==> src/common/report_pkg.sv <==
`default_nettype none

package report_pkg;

    typedef enum logic [1:0] {
        MODE_NONE,
        MODE_COUNT,
        MODE_COLOR,
        MODE_DETECT
    } report_mode_t;

    typedef logic [7:0] report_value_t;  // count, or code zero-extended
    typedef logic [7:0] ascii_t;
    typedef logic [3:0] char_idx_t;

    localparam int FRAME_LEN = 9;        // chars per line, padding included
    localparam int MAX_COUNT = 10;

    // colour codes, 0/6/7 unused
    localparam logic [2:0] COLOR_RED    = 3'd1;
    localparam logic [2:0] COLOR_ORANGE = 3'd2;
    localparam logic [2:0] COLOR_YELLOW = 3'd3;
    localparam logic [2:0] COLOR_GREEN  = 3'd4;
    localparam logic [2:0] COLOR_PURPLE = 3'd5;

    localparam logic [2:0] FRUIT_APPLE  = 3'd0;
    localparam logic [2:0] FRUIT_BANANA = 3'd1;
    localparam logic [2:0] FRUIT_GRAPE  = 3'd2;
    localparam logic [2:0] FRUIT_PITAYA = 3'd3;
    localparam logic [2:0] FRUIT_PEAR   = 3'd4;
    localparam logic [2:0] FRUIT_MANGO  = 3'd5;
    localparam logic [2:0] FRUIT_KIWI   = 3'd6;
    localparam logic [2:0] FRUIT_ORANGE = 3'd7;

    localparam ascii_t CHAR_CR    = 8'h0d;
    localparam ascii_t CHAR_LF    = 8'h0a;
    localparam ascii_t CHAR_SPACE = 8'h20;

endpackage

`default_nettype wire

==> src/common/uart_pkg.sv <==
`default_nettype none

package uart_pkg;

    localparam int CLK_FREQ_HZ = 50_000_000;
    localparam int BAUD_RATE   = 115_200;

    // rounded, 434 at 50 MHz
    localparam int CLKS_PER_BIT = (CLK_FREQ_HZ + BAUD_RATE / 2) / BAUD_RATE;

    typedef logic [$clog2(CLKS_PER_BIT + 1)-1:0] baud_cnt_t;

    localparam int DATA_BITS  = 8;
    localparam int FRAME_BITS = DATA_BITS + 2;  // start + data + stop

    typedef logic [$clog2(FRAME_BITS)-1:0] bit_cnt_t;

endpackage

`default_nettype wire

==> src/source/fruit_report_top.sv <==
`default_nettype none

module fruit_report_top (
    input  wire                            sys_clk,
    input  wire                            rst_n,
    input  wire                            count_mode,
    input  wire                            color_mode,
    input  wire                            detect_mode,
    input  wire report_pkg::report_value_t fruit_count,
    input  wire [2:0]                      color_code,
    input  wire [2:0]                      subject_code,
    output logic                           uart_tx
);

    report_pkg::report_mode_t  report_mode;
    report_pkg::report_value_t report_value;
    report_pkg::char_idx_t     char_idx;
    report_pkg::ascii_t        tx_char;
    logic                      tx_start;
    logic                      tx_busy;

    report_ctrl u_report_ctrl (
        .sys_clk      (sys_clk),
        .rst_n        (rst_n),
        .count_mode   (count_mode),
        .color_mode   (color_mode),
        .detect_mode  (detect_mode),
        .fruit_count  (fruit_count),
        .color_code   (color_code),
        .subject_code (subject_code),
        .tx_busy      (tx_busy),
        .report_mode  (report_mode),
        .report_value (report_value),
        .char_idx     (char_idx),
        .tx_start     (tx_start)
    );

    report_text u_report_text (
        .report_mode  (report_mode),
        .report_value (report_value),
        .char_idx     (char_idx),
        .tx_char      (tx_char)
    );

    // byte taken from the lookup in the start cycle
    uart_serializer u_uart_serializer (
        .sys_clk  (sys_clk),
        .rst_n    (rst_n),
        .tx_start (tx_start),
        .tx_byte  (tx_char),
        .tx_busy  (tx_busy),
        .uart_tx  (uart_tx)
    );

endmodule

`default_nettype wire

==> src/source/report_ctrl.sv <==
`default_nettype none

module report_ctrl (
    input  wire                         sys_clk,
    input  wire                         rst_n,
    input  wire                         count_mode,
    input  wire                         color_mode,
    input  wire                         detect_mode,
    input  wire report_pkg::report_value_t fruit_count,
    input  wire [2:0]                   color_code,
    input  wire [2:0]                   subject_code,
    input  wire                         tx_busy,
    output report_pkg::report_mode_t    report_mode,
    output report_pkg::report_value_t   report_value,
    output report_pkg::char_idx_t       char_idx,
    output logic                        tx_start
);

    typedef enum logic [1:0] {
        IDLE,
        LOAD,
        SEND,
        WAIT
    } state_t;

    state_t state;
    state_t state_nxt;

    report_pkg::report_mode_t  mode_sel;
    report_pkg::report_value_t value_sel;
    logic                      last_char;

    // count beats colour beats detect
    always_comb begin
        if (count_mode) begin
            mode_sel  = report_pkg::MODE_COUNT;
            value_sel = fruit_count;
        end else if (color_mode) begin
            mode_sel  = report_pkg::MODE_COLOR;
            value_sel = {5'd0, color_code};
        end else if (detect_mode) begin
            mode_sel  = report_pkg::MODE_DETECT;
            value_sel = {5'd0, subject_code};
        end else begin
            mode_sel  = report_pkg::MODE_NONE;
            value_sel = '0;
        end
    end

    assign last_char = (char_idx == report_pkg::char_idx_t'(report_pkg::FRAME_LEN - 1));

    always_comb begin
        state_nxt = state;
        case (state)
            IDLE: state_nxt = LOAD;
            LOAD: state_nxt = SEND;
            SEND: state_nxt = WAIT;
            WAIT: begin
                if (!tx_busy) begin
                    state_nxt = last_char ? LOAD : SEND;
                end
            end
            default: state_nxt = IDLE;
        endcase
    end

    always_ff @(posedge sys_clk or negedge rst_n) begin
        if (!rst_n) begin
            state       <= IDLE;
            report_mode <= report_pkg::MODE_NONE;
            char_idx    <= '0;
        end else begin
            state <= state_nxt;
            if (state == LOAD) begin
                report_mode <= mode_sel;  // held for the whole frame
                char_idx    <= '0;
            end else if (state == WAIT && !tx_busy && !last_char) begin
                char_idx <= char_idx + 1'b1;
            end
        end
    end

    always_ff @(posedge sys_clk) begin
        if (state == LOAD) begin
            report_value <= value_sel;
        end
    end

    assign tx_start = (state == SEND);  // busy is always low here

endmodule

`default_nettype wire

==> src/source/report_text.sv <==
`default_nettype none

module report_text (
    input  wire report_pkg::report_mode_t  report_mode,
    input  wire report_pkg::report_value_t report_value,
    input  wire report_pkg::char_idx_t     char_idx,
    output report_pkg::ascii_t             tx_char
);

    logic [47:0]           word_text;  // right-justified, up to 6 chars
    report_pkg::char_idx_t word_len;
    logic                  word_ok;

    always_comb begin
        word_text = '0;
        word_len  = '0;
        word_ok   = 1'b1;
        case (report_mode)
            report_pkg::MODE_COUNT: begin
                if (report_value < report_pkg::MAX_COUNT) begin
                    word_text = {40'd0, "0" + report_value};
                    word_len  = 4'd1;
                end else if (report_value == report_pkg::MAX_COUNT) begin
                    word_text = "10";
                    word_len  = 4'd2;
                end else begin
                    word_ok = 1'b0;
                end
            end
            report_pkg::MODE_COLOR: begin
                case (report_value)
                    report_pkg::COLOR_RED: begin
                        word_text = "RED";
                        word_len  = 4'd3;
                    end
                    report_pkg::COLOR_ORANGE: begin
                        word_text = "ORANGE";
                        word_len  = 4'd6;
                    end
                    report_pkg::COLOR_YELLOW: begin
                        word_text = "YELLOW";
                        word_len  = 4'd6;
                    end
                    report_pkg::COLOR_GREEN: begin
                        word_text = "GREEN";
                        word_len  = 4'd5;
                    end
                    report_pkg::COLOR_PURPLE: begin
                        word_text = "PURPLE";
                        word_len  = 4'd6;
                    end
                    default: word_ok = 1'b0;
                endcase
            end
            report_pkg::MODE_DETECT: begin
                case (report_value)
                    report_pkg::FRUIT_APPLE: begin
                        word_text = "APPLE";
                        word_len  = 4'd5;
                    end
                    report_pkg::FRUIT_BANANA: begin
                        word_text = "BANANA";
                        word_len  = 4'd6;
                    end
                    report_pkg::FRUIT_GRAPE: begin
                        word_text = "GRAPE";
                        word_len  = 4'd5;
                    end
                    report_pkg::FRUIT_PITAYA: begin
                        word_text = "PITAYA";
                        word_len  = 4'd6;
                    end
                    report_pkg::FRUIT_PEAR: begin
                        word_text = "PEAR";
                        word_len  = 4'd4;
                    end
                    report_pkg::FRUIT_MANGO: begin
                        word_text = "MANGO";
                        word_len  = 4'd5;
                    end
                    report_pkg::FRUIT_KIWI: begin
                        word_text = "KIWI";
                        word_len  = 4'd4;
                    end
                    report_pkg::FRUIT_ORANGE: begin
                        word_text = "ORANGE";
                        word_len  = 4'd6;
                    end
                    default: word_ok = 1'b0;  // upper value bits set
                endcase
            end
            default: word_ok = 1'b0;
        endcase
    end

    always_comb begin
        if (!word_ok) begin
            tx_char = report_pkg::CHAR_SPACE;
        end else if (char_idx < word_len) begin
            tx_char = word_text[8 * (word_len - char_idx - 1) +: 8];  // first char is msb
        end else if (char_idx == word_len) begin
            tx_char = report_pkg::CHAR_CR;
        end else if (char_idx == word_len + 4'd1) begin
            tx_char = report_pkg::CHAR_LF;
        end else begin
            tx_char = report_pkg::CHAR_SPACE;  // pad to frame length
        end
    end

endmodule

`default_nettype wire

==> src/uart_tx/baud_tick_gen.sv <==
`default_nettype none

module baud_tick_gen (
    input  wire  sys_clk,
    input  wire  rst_n,
    input  wire  bit_restart,
    output logic bit_tick
);

    uart_pkg::baud_cnt_t cnt;

    // cnt reads k in the k-th cycle after restart
    always_ff @(posedge sys_clk or negedge rst_n) begin
        if (!rst_n) begin
            cnt <= '0;
        end else if (bit_restart || bit_tick) begin
            cnt <= uart_pkg::baud_cnt_t'(1);
        end else begin
            cnt <= cnt + 1'b1;
        end
    end

    assign bit_tick = (cnt == uart_pkg::baud_cnt_t'(uart_pkg::CLKS_PER_BIT));

endmodule

`default_nettype wire

==> src/uart_tx/uart_serializer.sv <==
`default_nettype none

module uart_serializer (
    input  wire                     sys_clk,
    input  wire                     rst_n,
    input  wire                     tx_start,
    input  wire report_pkg::ascii_t tx_byte,
    output logic                    tx_busy,
    output logic                    uart_tx
);

    logic                bit_restart;
    logic                bit_tick;
    uart_pkg::bit_cnt_t  bit_cnt;   // bit on the line, 0 is start
    report_pkg::ascii_t  shift_reg;

    assign bit_restart = tx_start && !tx_busy;

    baud_tick_gen u_baud_tick_gen (
        .sys_clk     (sys_clk),
        .rst_n       (rst_n),
        .bit_restart (bit_restart),
        .bit_tick    (bit_tick)
    );

    always_ff @(posedge sys_clk or negedge rst_n) begin
        if (!rst_n) begin
            tx_busy <= 1'b0;
            bit_cnt <= '0;
            uart_tx <= 1'b1;  // line idles high
        end else if (bit_restart) begin
            tx_busy <= 1'b1;
            bit_cnt <= '0;
            uart_tx <= 1'b0;  // start bit
        end else if (tx_busy && bit_tick) begin
            if (bit_cnt == uart_pkg::bit_cnt_t'(uart_pkg::FRAME_BITS - 1)) begin
                tx_busy <= 1'b0;  // stop bit done
                uart_tx <= 1'b1;
            end else begin
                bit_cnt <= bit_cnt + 1'b1;
                if (bit_cnt < uart_pkg::bit_cnt_t'(uart_pkg::DATA_BITS)) begin
                    uart_tx <= shift_reg[0];  // lsb first
                end else begin
                    uart_tx <= 1'b1;  // stop bit
                end
            end
        end
    end

    always_ff @(posedge sys_clk) begin
        if (bit_restart) begin
            shift_reg <= tx_byte;
        end else if (tx_busy && bit_tick &&
                     bit_cnt < uart_pkg::bit_cnt_t'(uart_pkg::DATA_BITS)) begin
            shift_reg <= shift_reg >> 1;
        end
    end

endmodule

`default_nettype wire

==> config.mk <==
export PLATFORM = sky130hd
export DESIGN_NAME = fruit_report_top
export DESIGN_NICKNAME = d
export VERILOG_FILES = /design/src/common/report_pkg.sv /design/src/common/uart_pkg.sv /design/src/source/fruit_report_top.sv /design/src/source/report_ctrl.sv /design/src/source/report_text.sv /design/src/uart_tx/baud_tick_gen.sv /design/src/uart_tx/uart_serializer.sv
export SDC_FILE = /design/constraint.sdc
export NUM_CORES = 1
export LEC_CHECK = 0
export BUFFER_PORTS_ARGS = -buffer_cell sky130_fd_sc_hd__buf_2
export CORE_UTILIZATION = 55
export CTS_CLUSTER_SIZE = 25
export DETAILED_ROUTE_END_ITERATION = 12
export GPL_TIMING_DRIVEN = 1
export PLACE_DENSITY = 0.78
export SLEW_MARGIN = 5
export SYNTH_ARGS = -nofsm -noshare
export SYNTH_HDL_FRONTEND = slang
export SYNTH_HIERARCHICAL = 1
export SYNTH_SLANG_ARGS = --single-unit
==> constraint.sdc <==
create_clock -name sys_clk -period 5.65 [get_ports sys_clk]
set_input_delay 0.2825 -clock sys_clk [delete_from_list [all_inputs] [get_ports sys_clk]]
set_output_delay 0.2825 -clock sys_clk [all_outputs]
set_load 0.05 [all_outputs]
Yosys cells after proc, flatten, opt, wreduce, memory -nomap -nowiden
Index checks and enable logic that the tools add are counted.
{ "word_totals": {"regBits": 39, "in_bits": 19, "out_inout_bits": 1, "elab_cells": 106} }
{ "op_classes": {"n_addsub": 7, "magnitude_cmp": 3, "eq_ne": 21, "n_shift": 1, "n_mux": 43, "n_reduce_logical": 22} }
{ "ops": {"columns": ["operator", "n"], "rows": [
  ["47-bit one-hot mux with 8 select lines", 1],
  ["47-bit one-hot mux with 5 select lines", 1],
  ["48-bit one-hot mux with 3 select lines", 1],
  ["8-bit two-way mux", 7],
  ["48-bit two-way mux", 1],
  ["48-bit by 33-bit indexed part select with 8-bit output", 1],
  ["8-bit by 3-bit == test with 1-bit output, second input constant", 4],
  ["29-bit by 1-bit subtractor with 29-bit output, second input constant", 1],
  ["4-bit two-way mux", 6],
  ["3-bit one-hot mux with 3 select lines", 2],
  ["8-bit by 2-bit == test with 1-bit output, second input constant", 2],
  ["14-bit two-way mux", 1],
  ["4-bit by 1-bit adder with 4-bit output, second input constant", 3],
  ["2-bit two-way mux", 6],
  ["4-bit one-hot mux with 3 select lines", 1],
  ["1-bit two-way mux", 11],
  ["9-bit by 1-bit adder with 9-bit output, second input constant", 1],
  ["9-bit == test, second input constant", 1],
  ["9-bit two-way mux", 1],
  ["3-bit OR reduction", 3],
  ["6-bit by 8-bit adder with 8-bit output, first input constant", 1],
  ["2-bit == test, second input constant", 4],
  ["4-bit == test", 2],
  ["4-bit == test, second input constant", 2],
  ["22 further kinds", 33]
]} }

Longest topological paths before layout
Gate-level depths: netlist (run 1).
{ "depth": {"word_depth": 11, "mapped_depth": 19, "depth_no_buf": 17} }

Hierarchy
Netlist (run 1), hierarchy kept.
{ "modules_own_cells": {"columns": ["mod", "n_inst", "cells_per_inst", "area_per_inst_um2", "seq_area_each_um2"], "rows": [
  ["report_text", 1, 258, 1746.7, 0.0],
  ["report_ctrl", 1, 66, 728.2, 440.4],
  ["uart_serializer", 1, 65, 654.4, 391.6],
  ["baud_tick_gen", 1, 48, 488.0, 225.2]
]} }

Least setup slack after synthesis (run 1)
OpenSTA, ideal clock, no wires.
{ "synth_timing": {"path_kind": "register to register", "startpoint": "register u_report_ctrl.report_value[4]", "endpoint": "register u_uart_serializer.shift_reg[4] (data pin)", "setup_ns": 0.130, "t_arrival_ns": 4.023, "required_time_ns": 5.520, "path_slack_ns": 1.497, "path_stages_with_launch": 18, "path_buffers": 1, "period_less_slack_ns": 4.153, "cell_sequence": "edfxtp_1 -> inv_1 -> ha_1 -> nor4b_4 -> and2_1 -> buf_4 -> o21ai_0 -> and2_1 -> ha_1 -> fa_1 -> ha_1 -> or3_1 -> a311oi_1 -> a22oi_1 -> or2_2 -> nor4b_1 -> nand2_1 -> nand2_1"} }
{ "synth_via": {"elab_chain_len": 10, "word_cells_on_any_way": 41, "classes_between": "3 x add/sub; 2 x order compare; 9 x eq/ne; 1 x shift; 19 x mux; 7 x reduce/logical"} }
{ "synth_rtl": {"columns": ["item", "line", "text"], "rows": [
  ["start, declared", "report_ctrl.sv:14", "output report_pkg::report_value_t report_value,"],
  ["start signal, assigned", "report_ctrl.sv:85", "report_value <= value_sel;"],
  ["branches (longest 8 deep; another with 29-bit by 1-bit subtractor with 29-bit output)", null, null],
  ["8-bit two-way mux *", "report_text.sv:97", "if (!word_ok) begin"],
  ["via tx_char[4]", "fruit_report_top.sv:18", "report_pkg::ascii_t tx_char;"],
  ["8-bit two-way mux *", "uart_serializer.sv:51", "if (bit_restart) begin"],
  ["end signal, assigned", "uart_serializer.sv:52", "shift_reg <= tx_byte;"],
  ["end signal, assigned", "uart_serializer.sv:55", "shift_reg <= shift_reg >> 1;"],
  ["end, declared", "uart_serializer.sv:15", "report_pkg::ascii_t shift_reg;"]
]} }
Mark *: on every way through the listed nets, which the timed path passes.
A chain may end at the register's enable or synchronous reset.

Worst setup path in the final report (run 1)
Same ends and word-level chain as after synthesis.

==> impl_metrics.ini, run 1 <==
[sta]
tightest_slew_ns = 1.079
setup_viol = 0
fmax_mhz = 209.9
holdWs_ns = 0.2644
grt_setup_unrepaired = false
post-route-period-util_pct = 84.33
hold_violations = 0
fin_skew_ns = 0.005813
max_slew_margin_pct = 27.32
maxSlewViolCount = 0
setup_tns_ns = 0
min_period_ns = 4.764

[clocking]
cts-buffers-inserted = 5
ctsHtreeMaxLevel = 2
clk_pin_slew_ns = 0.08
root_buffer = clkbuf_8
insertion_delay_ns = 0.30
cts_sinks = 39
cts_tree = yes
cts.repair.resized = 0
cts_max_path_buffers = 2

[die]
die_w_um = 83.10
start_util_pct = 56.97
io_pins = 20
die_h_um = 83.10
die_area_mm2 = 0.006905
core_mm2 = 0.006350
rows = 29

[layout]
seq_area_mm2 = 0.001057
largest_reg_flops = 9
fin_nets = 478
antenna_cells = 0
stdcell_area_mm2 = 0.003836
area_growth_pct = 6.053
multi_input_area_mm2 = 0.002326
fillers = 564
layout-drive-gt1-share_pct = 11.96

[synth]
netlist_area_mm2 = 0.003617
ys_types = 82
async_reset_ff_share_pct = 58.97
yosysSeqAreaShare_pct = 29.23
avgSynthCellArea_um2 = 8.277
netlist_instances = 437
syn_nets = 473
synth-edff-count = 16
synthFlopType = dfrtp_1
yosys_warnings = 6
ys_seq_elements = 39

[routing]
dr.first_iter.drc_count = 394
totalWireLength_um = 8458
antenna_left = 0
num_vias = 3364
drt-vias-per-instance = 6.469
routedWlPerCell_um = 16.27
drc = 0
first_pass_iters = 5

[setup_path]
cp_cell_sequence = inv_1, ha_1, nor4b_4, and2_1, o21ai_0, and2_1, ha_1, fa_1, ha_1, or3_1, a311oi_1, a22oi_1, or2_2, nor4b_1, nand2_1, nand2_1
worstSetupPathType = reg2reg
crit_buf_inv = 1
path_max_fanout = 11
r2r-end = u_uart_serializer/shift_reg[4]
timing.critical_path.from = u_report_ctrl/report_value[4]
r2r-start = u_report_ctrl/report_value[4]
worstPathRequired_ns = 5.82
ff2ff_path_depth = 16
crit_arrival_ns = 4.94
cp-end-kind = flip-flop
cp_top_family = simple AND/OR/NAND/NOR gates
worstSetupStartpointType = flip-flop
slowest_delay_ns = 0.47
cp_slowest_cell = nor4b_4
cp.depth = 16
crit_top_cell = ha_1
crit_end = u_uart_serializer/shift_reg[4]
worst-r2r-setup-slack_ns = 0.89

[global_route]
grt_pass1_wl_um = 14230
grt_max_degree = 42
grtUsageTotal_pct = 24.95
grt_overflow = 0
antenna_found_initial = 0
grt_pass1_vias = 3017

[placed_design]
hpwlAfterDp_um = 6108
dpl_cell_area_mm2 = 0.003714
io_buffer_count = 19
gp_congestion = 0.9681

[pwr]
ir_drop_mv = 0.1364
p_per_area_mw_per_mm2 = 148.6
p_leak_nw = 1.510

[run_status]
status = finished clean

[run]
drv_cap = 0

[min_path]
worstHoldPathType = in2reg
[cells in the mapped netlist (3+ instances only)]
master	instances	share of area, %
nor2b_1	15	2.6
nand2b_1	8	1.4
edfxtp_1	16	13
o211ai_1	6	1.2
nand4_1	7	1.2
o221ai_1	5	1.2
ha_1	16	5.5
xor2_1	5	1.2
o21a_1	4	0.83
nor3b_1	4	0.83
a311oi_1	3	0.73
dfrtp_1	22	15
a31oi_1	7	1.2
nand3_1	16	2.2
o21ai_0	20	2.8
buf_2	13	1.8
a21oi_1	21	2.9
clkbuf_1	6	0.62
o2bb2ai_1	3	0.73
nand2_1	53	5.5
buf_4	4	0.83
o31ai_1	4	0.83
a221oi_1	3	0.73
buf_1	5	0.52
a22oi_1	7	1.5
nand3b_1	3	0.62
and2_1	11	1.9
or3_1	6	1.0
nor2_1	24	2.5
inv_1	22	2.3
o22ai_1	4	0.69
nor3_1	8	1.1
or2_2	4	0.69
o2111ai_1	3	0.73
and3b_1	4	0.97
nor4_1	5	0.86
xnor2_1	5	1.2
o21ai_1	7	0.97
[stage by stage]
step	util (%)	instances	total power [mW]	setup WS, ns
global placement	58.48	511	0.3370	1.152
CTS	60.41	520	0.5790	0.9638
detailed placement	58.48	511	0.3380	0.9882
finish	60.41	520	0.5699	0.8856
global route	60.41	520	0.5947	0.5073
floorplan	-	437	0.3238	1.497
[how the worst min path moves through the flow]
stage / to / slack [ns] / depth (start not counted) / start
4_1_cts: u_report_ctrl/report_value[3] / 0.25 / 2 / fruit_count[3]
6_report: u_report_ctrl/report_value[3] / 0.26 / 2 / fruit_count[3]
3_3_place_gp: u_uart_serializer/bit_cnt[3] / 0.29 / 1 / rst_n
5_1_grt: u_report_ctrl/report_value[3] / 0.26 / 2 / fruit_count[3]
2_1_floorplan: u_report_ctrl/char_idx[0] / -0.01 / 0 / rst_n
3_5_place_dp: u_uart_serializer/bit_cnt[3] / 0.30 / 1 / rst_n
[cell families after synthesis]
logic type | Yosys count | share of synthesized area [%]
muxes | 2 | 0.5535
and+or+nand+nor | 188 | 28.95
DFF | 39 | 29.23
other | 1 | 0.1037
buffers and inverters | 52 | 6.468
adders and majority gates | 18 | 6.365
AOI/OAI and AO/OA | 126 | 25.29
xor gates and xnor gates | 11 | 3.044
[power by group]
| part | internal [mW] | total (mW) | switching, mW |
|---|---|---|---|
| clock | 0.132 | 0.237 | 0.106 |
| combinational | 0.0153 | 0.0354 | 0.0201 |
| sequential | 0.295 | 0.297 | 0.00256 |
| total | 0.442 | 0.570 | 0.128 |
[per-layer routing]
metal	share of wire [%]	global-route usage (%)
met5	0	0
met4	1.7	8.150
met3	5.9	4.573
met2	46	38.15
met1	46	35.73
[layout make-up]
class / instances / area share (%)
well taps: 77 / 2.511
flip-flops and latches: 39 / 27.56
clock buffers: 5 / 1.794
inverters: 23 / 2.250
clock inverters: 3 / 1.142
multi-input cells: 346 / 60.63
repair buffers: 27 / 4.110
[worst register-to-register path, cell delays in order, from the launching register on]
cell and delay (ns):
edfxtp_1 0.40, inv_1 0.09, ha_1 0.23, nor4b_4 0.47, and2_1 0.46, o21ai_0 0.19
and2_1 0.20, ha_1 0.20, fa_1 0.45, ha_1 0.28, or3_1 0.40, a311oi_1 0.30
a22oi_1 0.17, or2_2 0.36, nor4b_1 0.29, nand2_1 0.09, nand2_1 0.07
[layout by cell type, fill, tap and decap left out, types with 7 or more instances in the layout]
| cell | instances |
|---|---|
| nand4_1 | 7 |
| nand3_1 | 16 |
| nand2b_1 | 8 |
| a21oi_1 | 21 |
| and2_1 | 11 |
| dfrtp_1 | 22 |
| nor2b_1 | 15 |
| o21ai_0 | 20 |
| nand2_1 | 53 |
| edfxtp_1 | 16 |
| nor3_1 | 8 |
| a31oi_1 | 7 |
| a22oi_1 | 7 |
| o21ai_1 | 7 |
| buf_2 | 19 |
| ha_1 | 16 |
| nor2_1 | 24 |
| buf_4 | 7 |
| inv_1 | 22 |
[repair_timing]
action                     CTS  global route
buffers inserted             0             0
setup endpoints to repair    0             0
hold buffers                 1             0
hold endpoints to repair    22             0
Note: power is estimated with default switching activity, not from simulation.
==> run 2: changes to the inputs <==
Settings changed: ABC_AREA set to 1.
Clock period 5.65 ns to 4.94 ns, I/O delays scaled along.
==> impl_metrics.ini, run 2 <==
[synth]
yosys_warnings = 6
synthFlopType = dfrtp_1
yosysTopAreaCell = nand2_1
ys_seq_elements = 39
netlist_instances = 535
netlist_top_cells_area = nand2_1 20%, dfrtp_1 16%, edfxtp_1 14%
ys_types = 42
syn_nets = 571
yosys-top-cells-count = 182 x nand2_1, 67 x inv_1, 50 x nor2_1
yosysSeqAreaShare_pct = 30.18
yosysTopAreaCellShare_pct = 19.50
avgSynthCellArea_um2 = 6.548
netlist_area_mm2 = 0.003503
synth-edff-count = 16
synth_most_common_cell = nand2_1
async_reset_ff_share_pct = 58.97

[clocking]
cts_tree = yes
insertion_delay_ns = 0.29
root_buffer = clkbuf_8
postCtsHoldBufs = 1
clk_pin_slew_ns = 0.08
cts_sinks = 39
cts.repair.resized = 0
post_cts_buffers = 0
cts-buffers-inserted = 5
ctsHtreeMaxLevel = 2
cts_max_path_buffers = 2

[run_status]
status = finished clean

[die]
start_util_pct = 58.14
die_area_mm2 = 0.006693
core_mm2 = 0.006026
rows = 28
die_w_um = 81.81
io_pins = 20
die_h_um = 81.81

[routing]
first_pass_iters = 5
num_vias = 3543
totalWireLength_um = 9113
dr.first_iter.drc_count = 398
antenna_left = 0
drt-vias-per-instance = 5.615
routedWlPerCell_um = 14.44
drc = 0

[global_route]
grt_util_met1_pct = 37.40
grt_pass1_wl_um = 14700
grt_pass1_vias = 3224
antenna_found_initial = 0
grt_use_met3_pct = 6.111
grtUsageTotal_pct = 28.97
met2_usage_pct = 47.44
grt_max_degree = 24
grt.busiest_layer = met2
grt_overflow = 0

[layout]
layout_commonest_cell = nand2_1
largest_reg_flops = 9
fin_cells = 631
fillers = 583
stdcell_area_mm2 = 0.003754
final_cell_mix = 182 x nand2_1, 67 x inv_1, 50 x nor2_1, 40 x nand3_1, 29 x o21ai_0
antenna_cells = 0
layout-drive-gt1-share_pct = 11.51
area_growth_pct = 7.143
fin_nets = 591

[placed_design]
io_buffer_count = 19
dpl_cell_area_mm2 = 0.003660
gp_congestion = 0.9445
hpwlAfterDp_um = 7122
pre_cts_ws_ns = 1.071
dp_cells = 622

[sta]
setup_tns_ns = 0
grt_setup_unrepaired = false
fin_skew_ns = 0.006226
fmax_mhz = 251.6
maxSlewViolCount = 0
hold_violations = 0
min_period_ns = 3.975
post-route-period-util_pct = 80.46
max_slew_margin_pct = 23.69
tightest_slew_ns = 1.133
setup_viol = 0
timing.final.ws_setup_ns = 0.9652

[setup_path]
worstPathRequired_ns = 5.00
worstSetupStartpointType = flip-flop
worstSetupPathType = reg2reg
cp-end-kind = flip-flop
path_max_fanout = 7
crit_arrival_ns = 4.04

[pwr]
p_leak_nw = 2.027
ir_drop_mv = 0.1639
power.total_mw = 0.5862
p_per_area_mw_per_mm2 = 156.2

[min_path]
worstHoldPathType = in2reg

[run]
drv_cap = 0
[run 2: cell count changes after synthesis, sizes merged, moves of 11 or more]
| cell | previous run | this run |
|---|---|---|
| nand2 | 55 | 195 |
| inv | 23 | 74 |
| nor2 | 24 | 61 |
| nand3 | 16 | 40 |
| buf | 23 | 6 |
| nor2b | 17 | 0 |
| and2 | 11 | 0 |
| nand4 | 8 | 19 |
[run 2: layer usage]
| metal | up-vias | share of wire (%) |
|---|---|---|
| met5 | - | 0 |
| met4 | 0 | 2.6 |
| met3 | 31 | 7.5 |
| met2 | 168 | 46 |
| met1 | 1587 | 44 |
| li1 | 1757 | - |
[run 2: logic make-up after synthesis]
| logic type | count (synthesis) | share of synthesized area (%) |
|---|---|---|
| xor+xnor | 9 | 2.464 |
| flops | 39 | 30.18 |
| fa+ha+maj | 17 | 6.286 |
| buf+inv | 83 | 9.179 |
| other cells | 1 | 0.1070 |
| compound gates | 64 | 10.11 |
| simple gates | 322 | 41.68 |
[run 2: power breakdown]
| part | switching (mW) | internal [mW] | leakage [nW] | total, mW |
|---|---|---|---|---|
| logic | 0.0209 | 0.0108 | 1.57 | 0.0317 |
| clock network | 0.117 | 0.0992 | 0.0455 | 0.216 |
| registers | 0.00116 | 0.337 | 0.416 | 0.339 |
[run 2: worst max-delay path: stages, from the launching register on]
cell and delay, ns:
edfxtp_1 0.36, inv_1 0.11, ha_1 0.27, nand2_4 0.13
nor2_1 0.25, nand2_1 0.17, nand2_1 0.15, nand2_1 0.11
nand3_1 0.16, inv_1 0.06, ha_1 0.21, fa_1 0.46
ha_1 0.41, inv_1 0.14, nor2_1 0.25, a21boi_0 0.23
nor2_1 0.07, nand2_1 0.06, a21oi_1 0.06, nand2_1 0.07
nand2_1 0.04
[run 2: layout make-up]
class                      count  area, µm²  area share, %
multi-input combinational    413       2125          56.60
sequential                    39       1057          28.17
inverter                      75      281.5          7.500
timing repair buffer          21      112.6          3.000
tap                           75      93.84          2.500
clock buffer                   6      72.57          1.933
clock inverter                 2      11.26         0.3000
[run 2: per-stage QoR]
step                      hold slack, ns  utilization (%)
after floorplan                 -0.04859                -
after global placement            0.2476            60.73
after detailed placement          0.2499            60.73
after CTS                         0.1969            62.29
after global routing              0.2179            62.29
final                             0.2062            62.29
[run 2: path summary, 6_finish.rpt]
check / startpoint / endpoint / slack [ns] / cells past startpoint
setup / recovery: u_report_ctrl/report_value[4] / u_uart_serializer/shift_reg[3] / 0.97 / 20
hold / removal: fruit_count[3] / u_report_ctrl/report_value[3] / 0.21 / 3
setup reg to reg: u_report_ctrl/report_value[4] / u_uart_serializer/shift_reg[3] / 0.97 / 20
hold reg to reg: u_uart_serializer/uart_tx / u_uart_serializer/uart_tx / 0.49 / 2
max in group asynchronous: rst_n / u_uart_serializer/uart_tx / 4.12 / 2
min in group asynchronous: rst_n / u_uart_serializer/u_baud_tick_gen/cnt[3] / 0.46 / 2
==> run 3: changes to the inputs <==
Clock period 4.94 ns to 3.68 ns, I/O delays scaled along.
==> impl_metrics.ini, run 3 (synthesized netlist as in run 2, its figures left out) <==
[setup_path]
crit_buf_inv = 5
slowest_delay_ns = 0.58
cp_top_family = adder cells
cp-end-kind = flip-flop
r2r-start = u_report_ctrl/report_value[5]
worstSetupPathType = reg2reg
r2r-end = u_uart_serializer/shift_reg[2]
path_max_fanout = 7
crit_arrival_ns = 3.75
cp_cell_sequence = inv_2, ha_4, inv_1, nor2_4, nand3_2, nand2_1, nand2_1, nand3_2, inv_1, ha_1, fa_2, ha_4, buf_4, xor2_4, buf_4, nor2_1, nand2_1, nand2_1, nand2_1, nand2_1, a21oi_2, nand2_1, nand2_1
cp_slowest_cell = fa_2
cp.depth = 23
worstPathRequired_ns = 3.85
crit_end = u_uart_serializer/shift_reg[2]
crit_top_cell = nand2_1
worst-r2r-setup-slack_ns = 0.10
ff2ff_path_depth = 23
worstSetupStartpointType = flip-flop
timing.critical_path.from = u_report_ctrl/report_value[5]

[global_route]
grt_pass1_wl_um = 14980
grtUsageTotal_pct = 29.46
grt_pass1_vias = 3410
antenna_found_initial = 0
grt_max_degree = 24
grt_overflow = 0

[sta]
setup_viol = 0
holdWs_ns = 0.1454
fmax_mhz = 279.5
setup_tns_ns = 0
fin_skew_ns = 0.01017
max_slew_margin_pct = 66.12
hold_violations = 0
min_period_ns = 3.578
maxSlewViolCount = 0
post-route-period-util_pct = 97.22
tightest_slew_ns = 0.5082

[pwr]
p_per_area_mw_per_mm2 = 210.5
sw_frac_of_total_pct = 19.99
combPwrFrac_pct = 5.1
pwr-share-seq_pct = 51.0
p_clk_share_pct = 43.9
p_switching_mw = 0.1782
p_leak_nw = 2.280
p_int_mw = 0.7134
ir_drop_mv = 0.2725

[routing]
dr.first_iter.drc_count = 337
routedWlPerCell_um = 14.23
antenna_left = 0
drt-vias-per-instance = 5.620
num_vias = 3788
totalWireLength_um = 9588
first_pass_iters = 5
drc = 0

[clocking]
ctsHtreeMaxLevel = 2
cts_max_path_buffers = 2
cts-buffers-inserted = 5
cts_tree = yes
root_buffer = clkbuf_8
clk_pin_slew_ns = 0.08
insertion_delay_ns = 0.30
cts_sinks = 39

[die]
io_pins = 20
core_mm2 = 0.006026
start_util_pct = 58.14
die_w_um = 81.81
die_h_um = 81.81
rows = 28
die_area_mm2 = 0.006693

[run_status]
status = finished clean

[placed_design]
gp_congestion = 1.030
dpl_cell_area_mm2 = 0.003810
io_buffer_count = 19
dp_cells = 642
hpwlAfterDp_um = 7086

[layout]
area_growth_pct = 20.89
final_cell_mix = 178 x nand2_1, 62 x inv_1, 45 x nor2_1, 44 x buf_4, 37 x nand3_1
fin_nets = 634
fillers = 513
largest_reg_flops = 9
fin_cells = 674
layout-drive-gt1-share_pct = 21.54
layout_commonest_cell = nand2_1
antenna_cells = 0
stdcell_area_mm2 = 0.004235

[run]
drv_cap = 0

[min_path]
worstHoldPathType = in2reg
-- run 3: cell types whose count changed in the layout (fill, tap and decap cells not counted), moves of 3 or more --
cell,previous run,this run
nor2_2,4,7
inv_1,67,62
inv_2,7,12
nand2_2,8,11
nand3_1,40,37
nor2_1,50,45
nand2_1,182,178
buf_4,1,44
nand3_2,0,3
-- run 3: timing repair --
action | CTS | global route
setup endpoints to repair | 4 | 7
pin swaps | 1 | 10
resized for setup | 5 | 26
buffers inserted | 0 | 23
hold buffers | 1 | 0
endpoints found under the hold margin | 22 | 0
-- run 3: cell type report --
cell class	instances	area, µm²	area share [%]
Sequential cell	39	1057	24.96
Multi-Input combinational cell	413	2240	52.88
Tap cell	75	93.84	2.216
Clock buffer	7	97.59	2.304
Inverter	75	281.5	6.647
Clock inverter	1	30.03	0.7090
Timing Repair Buffer	64	435.4	10.28
-- run 3: per-stage QoR --
stage / setup WS, ns / total power, mW / utilization [%]
global placement: 0.08127 / 0.5063 / 63.23
CTS: 0.01124 / 0.9016 / 65.86
detailed placement: -0.05256 / 0.5061 / 63.23
floorplan: 0.2938 / 0.4846 / -
finish: 0.1024 / 0.8916 / 70.29
global route: -0.1446 / 0.9202 / 70.29
-- run 3: routing by layer --
layer | vias up | share of wire [%] | track usage (%)
li1 | 1846 | - | -
met1 | 1706 | 44 | 38.80
met2 | 199 | 46 | 47.19
met3 | 37 | 7.1 | 5.444
met4 | 0 | 3.0 | 12.28
met5 | - | 0 | 0
-- run 3: tightest hold or removal path: cells and delay by family --
kind | cells | cell delay [ns]
buf+inv | 2 | 0.11
simple gates | 1 | 0.04
-- run 3: power by group through the flow --
stage | sequential [mW] | combinational (mW) | clock, mW
final | 0.455 | 0.0451 | 0.392
after global routing | 0.455 | 0.0506 | 0.415
after CTS | 0.455 | 0.0438 | 0.403
after detailed placement | 0.464 | 0.0425 | 0
after global placement | 0.464 | 0.0427 | 0
after floorplan | 0.463 | 0.0212 | 0
-- run 3: worst min-delay path by stage --
stage               depth (start not counted)                            end            from  slack, ns
floorplan                                   0      u_report_ctrl/char_idx[0]           rst_n      -0.11
finish                                      3  u_report_ctrl/report_value[3]  fruit_count[3]       0.15
global route                                3  u_report_ctrl/report_value[4]  fruit_count[4]       0.16
global placement                            1   u_uart_serializer/bit_cnt[3]           rst_n       0.18
detailed placement                          1   u_uart_serializer/bit_cnt[0]           rst_n       0.18
CTS                                         3  u_report_ctrl/report_value[3]  fruit_count[3]       0.13
